File: src/hw/sys_ctrl_pkg.sv
package sys_ctrl_pkg;

  // ------------------------------------------------------------
  // Word types
  // ------------------------------------------------------------
  typedef logic [31:0] word_t;
  typedef logic [7:0]  reg_addr_t;
  typedef logic [7:0]  byte_t;

  // ------------------------------------------------------------
  // Register map
  // ------------------------------------------------------------
  localparam reg_addr_t addr_name0       = 8'h00;
  localparam reg_addr_t addr_name1       = 8'h01;
  localparam reg_addr_t addr_version     = 8'h02;
  localparam reg_addr_t addr_system_mode = 8'h08;
  localparam reg_addr_t addr_app_start   = 8'h0c;
  localparam reg_addr_t addr_app_size    = 8'h0d;
  localparam reg_addr_t addr_mon_ctrl    = 8'h60;
  localparam reg_addr_t addr_mon_first   = 8'h61;
  localparam reg_addr_t addr_mon_last    = 8'h62;
  localparam reg_addr_t addr_trap_status = 8'h63;
  localparam reg_addr_t addr_system_reset = 8'h70;
  localparam reg_addr_t addr_spi_en      = 8'h80;
  localparam reg_addr_t addr_spi_xfer    = 8'h81;
  localparam reg_addr_t addr_spi_data    = 8'h82;

  // ASCII "ctl " and "sysc"
  localparam word_t core_name0   = 32'h63746c20;
  localparam word_t core_name1   = 32'h73797363;
  localparam word_t core_version = 32'h00000001;

  // Memory map limits
  localparam word_t fw_ram_first   = 32'hd000_0000;
  localparam word_t fw_ram_last    = 32'hd000_07ff;
  // First address past the 128 KiB RAM at 0x4000_0000
  localparam word_t ram_size_limit = 32'h4002_0000;

endpackage
File: src/hw/sys_ctrl_top.sv
`timescale 1ns/100ps

module sys_ctrl_top
  import sys_ctrl_pkg::*;
#(
  parameter int spi_clk_div = 4
) (
  input  logic      clk,
  input  logic      reset_n,

  input  logic      cs,
  input  logic      we,
  input  reg_addr_t address,
  input  word_t     write_data,
  output word_t     read_data,
  output logic      ready,

  output logic      system_mode,
  output logic      system_reset,

  input  logic      cpu_valid,
  input  logic      cpu_instr,
  input  word_t     cpu_addr,
  output logic      force_trap,

  output logic      spi_ss,
  output logic      spi_sck,
  output logic      spi_mosi,
  input  logic      spi_miso
);

  // ------------------------------------------------------------
  // Internal links
  // ------------------------------------------------------------
  logic  mon_en;
  word_t mon_first;
  word_t mon_last;

  logic  spi_enable;
  logic  spi_enable_vld;
  logic  spi_start;
  byte_t spi_tx_data;
  logic  spi_tx_vld;
  logic  spi_ready;
  byte_t spi_rx_data;

  ctrl_regs u_ctrl_regs (
    .clk            (clk),
    .reset_n        (reset_n),
    .cs             (cs),
    .we             (we),
    .address        (address),
    .write_data     (write_data),
    .read_data      (read_data),
    .ready          (ready),
    .system_mode    (system_mode),
    .system_reset   (system_reset),
    .force_trap     (force_trap),
    .mon_en         (mon_en),
    .mon_first      (mon_first),
    .mon_last       (mon_last),
    .spi_enable     (spi_enable),
    .spi_enable_vld (spi_enable_vld),
    .spi_start      (spi_start),
    .spi_tx_data    (spi_tx_data),
    .spi_tx_vld     (spi_tx_vld),
    .spi_ready      (spi_ready),
    .spi_rx_data    (spi_rx_data)
  );

  exec_monitor u_exec_monitor (
    .clk        (clk),
    .reset_n    (reset_n),
    .cpu_valid  (cpu_valid),
    .cpu_instr  (cpu_instr),
    .cpu_addr   (cpu_addr),
    .mon_en     (mon_en),
    .mon_first  (mon_first),
    .mon_last   (mon_last),
    .force_trap (force_trap)
  );

  spi_master #(
    .spi_clk_div (spi_clk_div)
  ) u_spi_master (
    .clk            (clk),
    .reset_n        (reset_n),
    .spi_enable     (spi_enable),
    .spi_enable_vld (spi_enable_vld),
    .spi_start      (spi_start),
    .spi_tx_data    (spi_tx_data),
    .spi_tx_vld     (spi_tx_vld),
    .spi_rx_data    (spi_rx_data),
    .spi_ready      (spi_ready),
    .spi_ss         (spi_ss),
    .spi_sck        (spi_sck),
    .spi_mosi       (spi_mosi),
    .spi_miso       (spi_miso)
  );

endmodule

File: src/hw/spi_master.sv
`timescale 1ns/100ps

module spi_master
  import sys_ctrl_pkg::*;
#(
  parameter int spi_clk_div = 4
) (
  input  logic  clk,
  input  logic  reset_n,

  input  logic  spi_enable,
  input  logic  spi_enable_vld,
  input  logic  spi_start,
  input  byte_t spi_tx_data,
  input  logic  spi_tx_vld,
  output byte_t spi_rx_data,
  output logic  spi_ready,

  output logic  spi_ss,
  output logic  spi_sck,
  output logic  spi_mosi,
  input  logic  spi_miso
);

  localparam int div_w = $clog2(spi_clk_div);
  localparam logic [div_w-1:0] div_last = div_w'(spi_clk_div - 1);

  typedef enum logic [1:0] {
    idle,
    shift,
    done
  } spi_state_t;

  spi_state_t       state;
  logic [div_w-1:0] div_ctr;
  logic [2:0]       bit_ctr;
  logic             enable_reg;
  byte_t            tx_shift;
  byte_t            rx_shift;
  logic             half_tick;

  assign half_tick   = (div_ctr == div_last);
  assign spi_ss      = ~enable_reg;
  assign spi_mosi    = tx_shift[7];
  assign spi_rx_data = rx_shift;
  assign spi_ready   = (state == idle);

  // ------------------------------------------------------------
  // Chip select level
  // ------------------------------------------------------------
  always_ff @(posedge clk) begin
    if (!reset_n) begin
      enable_reg <= 1'b0;
    end else if (spi_enable_vld) begin
      enable_reg <= spi_enable;
    end
  end

  // ------------------------------------------------------------
  // Transfer FSM
  // ------------------------------------------------------------
  // Shift covers 15 SCK half periods, done holds the last high phase
  always_ff @(posedge clk) begin
    if (!reset_n) begin
      state   <= idle;
      spi_sck <= 1'b0;
      div_ctr <= '0;
      bit_ctr <= '0;
    end else begin
      case (state)
        idle: begin
          div_ctr <= '0;
          bit_ctr <= '0;
          if (spi_start) begin
            state <= shift;
          end
        end

        shift: begin
          div_ctr <= half_tick ? '0 : div_ctr + 1'b1;
          if (half_tick) begin
            spi_sck <= ~spi_sck;
            if (!spi_sck && bit_ctr == 3'd7) begin
              state <= done;
            end
            if (spi_sck) begin
              bit_ctr <= bit_ctr + 1'b1;
            end
          end
        end

        done: begin
          div_ctr <= half_tick ? '0 : div_ctr + 1'b1;
          if (half_tick) begin
            spi_sck <= 1'b0;
            state   <= idle;
          end
        end

        default: state <= idle;
      endcase
    end
  end

  // Data path, MSB first
  always_ff @(posedge clk) begin
    if (state == idle && spi_tx_vld) begin
      tx_shift <= spi_tx_data;
    end else if (state == shift && half_tick && spi_sck) begin
      tx_shift <= {tx_shift[6:0], 1'b0};
    end

    // Sample on the rising SCK edge
    if (state == shift && half_tick && !spi_sck) begin
      rx_shift <= {rx_shift[6:0], spi_miso};
    end
  end

  // SCK idles low between transfers
  assert property (@(posedge clk) disable iff (!reset_n)
    spi_ready |-> !spi_sck);

endmodule

File: src/hw/exec_monitor.sv
`timescale 1ns/100ps

module exec_monitor
  import sys_ctrl_pkg::*;
(
  input  logic  clk,
  input  logic  reset_n,

  input  logic  cpu_valid,
  input  logic  cpu_instr,
  input  word_t cpu_addr,

  input  logic  mon_en,
  input  word_t mon_first,
  input  word_t mon_last,

  output logic  force_trap
);

  logic ram_overrun;
  logic fw_ram_fetch;
  logic window_fetch;
  logic trap_set;

  // ------------------------------------------------------------
  // Access rules
  // ------------------------------------------------------------

  // RAM space is selected by the top two address bits
  assign ram_overrun = (cpu_addr[31:30] == 2'b01) && (cpu_addr >= ram_size_limit);

  // Firmware RAM is data only
  assign fw_ram_fetch = cpu_instr &&
                        (cpu_addr >= fw_ram_first) && (cpu_addr <= fw_ram_last);

  // Software-defined data-only window, bounds inclusive
  assign window_fetch = mon_en && cpu_instr &&
                        (cpu_addr >= mon_first) && (cpu_addr <= mon_last);

  assign trap_set = cpu_valid && (ram_overrun || fw_ram_fetch || window_fetch);

  // ------------------------------------------------------------
  // Sticky trap
  // ------------------------------------------------------------
  always_ff @(posedge clk) begin
    if (!reset_n) begin
      force_trap <= 1'b0;
    end else if (trap_set) begin
      force_trap <= 1'b1;
    end
  end

  // Only a reset may clear the trap
  assert property (@(posedge clk)
    $fell(force_trap) |-> !$past(reset_n));

endmodule

File: src/hw/ctrl_regs.sv
`timescale 1ns/100ps

module ctrl_regs
  import sys_ctrl_pkg::*;
(
  input  logic      clk,
  input  logic      reset_n,

  input  logic      cs,
  input  logic      we,
  input  reg_addr_t address,
  input  word_t     write_data,
  output word_t     read_data,
  output logic      ready,

  output logic      system_mode,
  output logic      system_reset,

  input  logic      force_trap,
  output logic      mon_en,
  output word_t     mon_first,
  output word_t     mon_last,

  output logic      spi_enable,
  output logic      spi_enable_vld,
  output logic      spi_start,
  output byte_t     spi_tx_data,
  output logic      spi_tx_vld,
  input  logic      spi_ready,
  input  byte_t     spi_rx_data
);

  // ------------------------------------------------------------
  // Bus decode
  // ------------------------------------------------------------
  logic  bus_write;
  logic  bus_read;

  logic  system_mode_we;
  logic  app_start_we;
  logic  app_size_we;
  logic  mon_en_we;
  logic  mon_first_we;
  logic  mon_last_we;
  logic  system_reset_new;

  word_t app_start_reg;
  word_t app_size_reg;

  assign bus_write = cs & we;
  assign bus_read  = cs & ~we;
  assign ready     = cs;

  // Payload for the SPI strobes comes straight off the write bus
  assign spi_enable  = write_data[0];
  assign spi_tx_data = write_data[7:0];

  always_comb begin
    system_mode_we   = 1'b0;
    app_start_we     = 1'b0;
    app_size_we      = 1'b0;
    mon_en_we        = 1'b0;
    mon_first_we     = 1'b0;
    mon_last_we      = 1'b0;
    system_reset_new = 1'b0;
    spi_enable_vld   = 1'b0;
    spi_start        = 1'b0;
    spi_tx_vld       = 1'b0;

    if (bus_write) begin
      case (address)
        addr_system_mode:  system_mode_we = 1'b1;
        // App window frozen once firmware mode is left
        addr_app_start:    app_start_we = ~system_mode;
        addr_app_size:     app_size_we  = ~system_mode;
        addr_mon_ctrl:     mon_en_we = 1'b1;
        // Bounds frozen once the monitor is armed
        addr_mon_first:    mon_first_we = ~mon_en;
        addr_mon_last:     mon_last_we  = ~mon_en;
        addr_system_reset: system_reset_new = 1'b1;
        addr_spi_en:       spi_enable_vld = 1'b1;
        addr_spi_xfer:     spi_start = 1'b1;
        addr_spi_data:     spi_tx_vld = 1'b1;
        default: ;
      endcase
    end
  end

  // ------------------------------------------------------------
  // Register update
  // ------------------------------------------------------------
  always_ff @(posedge clk) begin
    if (!reset_n) begin
      system_mode   <= 1'b0;
      system_reset  <= 1'b0;
      app_start_reg <= '0;
      app_size_reg  <= '0;
      mon_en        <= 1'b0;
      mon_first     <= '0;
      mon_last      <= '0;
    end else begin
      system_reset <= system_reset_new;

      if (system_mode_we) begin
        system_mode <= 1'b1;
      end
      if (app_start_we) begin
        app_start_reg <= write_data;
      end
      if (app_size_we) begin
        app_size_reg <= write_data;
      end
      if (mon_en_we) begin
        mon_en <= 1'b1;
      end
      if (mon_first_we) begin
        mon_first <= write_data;
      end
      if (mon_last_we) begin
        mon_last <= write_data;
      end
    end
  end

  // ------------------------------------------------------------
  // Read path
  // ------------------------------------------------------------
  always_comb begin
    read_data = '0;
    if (bus_read) begin
      case (address)
        addr_name0:       read_data = core_name0;
        addr_name1:       read_data = core_name1;
        addr_version:     read_data = core_version;
        addr_system_mode: read_data = {31'h0, system_mode};
        addr_app_start:   read_data = app_start_reg;
        addr_app_size:    read_data = app_size_reg;
        addr_mon_ctrl:    read_data = {31'h0, mon_en};
        addr_mon_first:   read_data = mon_first;
        addr_mon_last:    read_data = mon_last;
        addr_trap_status: read_data = {31'h0, force_trap};
        addr_spi_xfer:    read_data = {31'h0, spi_ready};
        addr_spi_data:    read_data = {24'h0, spi_rx_data};
        default:          read_data = '0;
      endcase
    end
  end

  // Reset request never lasts two cycles
  assert property (@(posedge clk) disable iff (!reset_n)
    system_reset |=> !system_reset);

endmodule

File: config.mk
export PLATFORM = sky130hd
export DESIGN_NAME = sys_ctrl_top
export DESIGN_NICKNAME = d
export VERILOG_FILES = /design/src/hw/sys_ctrl_pkg.sv /design/src/hw/sys_ctrl_top.sv /design/src/hw/spi_master.sv /design/src/hw/exec_monitor.sv /design/src/hw/ctrl_regs.sv
export SDC_FILE = /design/constraint.sdc
export NUM_CORES = 1
export LEC_CHECK = 0
export BUFFER_PORTS_ARGS = -buffer_cell sky130_fd_sc_hd__buf_2
export CAP_MARGIN = 20
export CORE_MARGIN = 2
export CORE_UTILIZATION = 40
export CTS_CLUSTER_SIZE = 10
export DETAILED_ROUTE_END_ITERATION = 8
export GPL_TIMING_DRIVEN = 1
export MAX_ROUTING_LAYER = met4
export PLACE_DENSITY_LB_ADDON = 0.05
export SETUP_SLACK_MARGIN = 0.1
export SYNTH_ARGS = -nofsm -noshare
export SYNTH_HDL_FRONTEND = slang
export SYNTH_SLANG_ARGS = --single-unit
File: constraint.sdc
create_clock -name clk -period 2.13 [get_ports clk]
set_input_delay 0.213 -clock clk [delete_from_list [all_inputs] [get_ports clk]]
set_output_delay 0.213 -clock clk [all_outputs]
set_load 0.01 [all_outputs]
==> results_dict.tcl <==
set metrics [dict create \
    outcome "finished, final reports clean" \
    portBuffers 117 \
    grt_setup_unrepaired "yes" \
    drt_wl_total_um 29600 \
    rrSetupSlack_ns 0.03 \
    final_cell_mix "nand2_1, a21oi_1, dfxtp_1" \
    diodes 0 \
    cp.buffers_inverters 1 \
    multi_input_area_sq_um 5090 \
    finClkSkew_ns 0.00890 \
    vias_per_cell 5.44 \
    layout.nets 1387 \
    final_core_util_pct 54.4 \
    h-tree-depth 4 \
    core_sq_um 21000 \
    critPathMaxStageDelay_ns 0.42 \
    dp.cells 1463 \
    yosysTopAreaCell "dfxtp_1" \
    gr-total-overflow 0 \
    clk_path_buf_depth 2 \
    crit_family "compound AO/OA/AOI/OAI gates" \
    stdcell_area_sq_um 11400 \
    hold_viol 0 \
    cp.required_ns 2.41 \
    path_class "reg -> reg" \
    layout_commonest_cell "nand2_1" \
    first_pass_iters 8 \
    postSynth.asyncResetShare_pct 0 \
    synth_seq_cells 157 \
    netlist_instances 1073 \
    worstPathArrival_ns 2.38 \
    peakVddDrop_v 0.000549 \
    synth_top_area_share_pct 33.2 \
    grt_pass1_vias 7960 \
    die_w_um 150 \
    drc 0 \
    ant_nets 0 \
    synth_cell_types 55 \
    vias 8303 \
    synth_area_leaders "dfxtp_1, nand2_1, ha_1" \
    p_leak_uw 0.00407 \
    worstHoldPathType "in -> reg" \
    dp_hpwl_um 19400 \
    num_rows 53 \
    worstMarginPinSlew_ns 0.557 \
    numCtsBuffers 17 \
    syn_to_final_growth_pct 33.9 \
    cts-root-buf "clkbuf_16" \
    fin_cells 1525 \
    die_area_sq_um 22500 \
    cts_sinks 157 \
    worstSetupEndpointType "flop" \
    fp.dieH_um 150 \
    post_drt_wl_per_cell_um 19.4 \
    crit_path_cell_trace "inv_1 -> ha_1 -> a2111oi_4 -> nor4b_2 -> o31a_1 -> o211ai_1 -> a31oi_1" \
    syn_area_sq_um 8510 \
    drv_cap 0 \
    period_needed_ns 2.10 \
    synthesis.nets 1223 \
    grt_max_degree 46 \
    crit_slowest_cell "a2111oi_4" \
    clkLatencyLatePin_ns 0.43 \
    max_freq_ghz 0.477 \
    finalSetupViolations 0 \
    p_total_uw 6550 \
    grt_usage_pct 26.9 \
    seq_area_sq_um 3320 \
    synthFlopType "dfxtp_1" \
    dr.first_iter.drc_count 573 \
    cts_tree "built" \
    synth_edf_count 16 \
    grt_pass1_wl_um 45000 \
    antenna_found_initial 0 \
    start_util_pct 40.6 \
    placed_area_sq_um 9830 \
    io-pin-count 118 \
    drive_gt1_share_pct 27.1 \
    final.fill_count 2027 \
    slew_viol_final 0 \
    clkTransAtPathRegs_ns 0.07 \
    gp_congestion 0.879 \
    pwr_density_cell_nw_per_um2 574 \
    critPathMaxFanout 3 \
    yosys_warnings 0 \
    period_share_pct 98.5 \
    ys_seq_area_share_pct 38.8 \
    critPathLaunchType "flop" \
    relSlewSlack_pct 62.5 \
    syn_area_per_cell_sq_um 7.94 \
]
what timing repair did:
item,4_1_cts,5_1_grt
gates resized for setup,62,73
buffers inserted,17,8
hold buffers,1,0
pin swaps,19,37
endpoints found under the setup margin,32,33
endpoints found under the hold margin,1,0
cloned,3,3
per-layer routing:
layer	track usage, %	vias to the layer above	wire length [um]
li1	-	4079	-
met1	36.8	3941	13900
met2	41.0	254	13500
met3	4.70	29	1700
met4	7.22	0	488
met5	-	-	0
final cells by class:
class	count	area share [%]
inverters	68	2.26
clock buffers	22	4.17
well taps	275	3.02
repair buffers	211	15.8
flip-flops and latches	157	29.1
clock inverters	10	0.911
multi-input cells	782	44.7
worst register-to-register path, cell delays in order, from the launching register on:
cell and delay (ns):
dfxtp_1 0.38, inv_1 0.06, ha_1 0.32, a2111oi_4 0.42
nor4b_2 0.10, o31a_1 0.31, o211ai_1 0.24, a31oi_1 0.13
Yosys cell counts (4+ instances only):
master,number
mux2_2,8
clkbuf_1,37
nor2_1,42
nor4_1,7
nand2_1,306
nor3_1,6
and2_1,4
nand2b_1,4
buf_2,17
nor2b_1,4
nand4_1,13
o22ai_1,4
a21oi_1,169
a221oi_1,11
nand3_1,13
a221oi_2,10
a221o_1,21
edfxtp_1,16
ha_1,71
and4_1,8
a31oi_1,7
inv_1,68
dfxtp_1,141
nor4b_1,4
a222oi_1,10
buf_4,6
a21o_1,4
o21ai_0,13
final timing paths:
check | depth (start not counted) | to | from
worst max-delay path | 7 | u_exec_monitor.force_trap$_SDFFE_PN0P_ | u_ctrl_regs.mon_first[1]$_SDFFE_PN0P_
worst min-delay path | 3 | u_ctrl_regs.mon_last[8]$_SDFFE_PN0P_ | write_data[8]
worst max register to register | 7 | u_exec_monitor.force_trap$_SDFFE_PN0P_ | u_ctrl_regs.mon_first[1]$_SDFFE_PN0P_
worst min register to register | 2 | u_ctrl_regs.app_size_reg[30]$_SDFFE_PN0P_ | u_ctrl_regs.app_size_reg[30]$_SDFFE_PN0P_
per-stage QoR:
step	setup TNS [ns]	setup slack, ns	hold slack (ns)
after floorplan	0	0.112	0.312
after global placement	-0.201	-0.173	0.424
after detailed placement	-0.187	-0.184	0.418
after CTS	0	0.0514	0.0407
after global routing	-0.192	-0.0410	0.0476
final	0	0.0324	0.0484
kinds of logic after synthesis:
kind of cell | after synthesis | share of synthesized area (%)
xor gates and xnor gates | 1 | 0.103
AOI/OAI and AO/OA | 270 | 20.4
muxes | 11 | 1.41
buffers and inverters | 134 | 6.69
DFF | 157 | 38.8
adders and majority gates | 71 | 10.4
and+or+nand+nor | 429 | 22.2
power breakdown:
group          switching (uW)  total, uW  internal [uW]
clock                    1320       3050           1730
sequential               2.88       2980           2980
combinational             302        515            213
total                    1630       6550           4920
(Power assumes the default switching activity.)
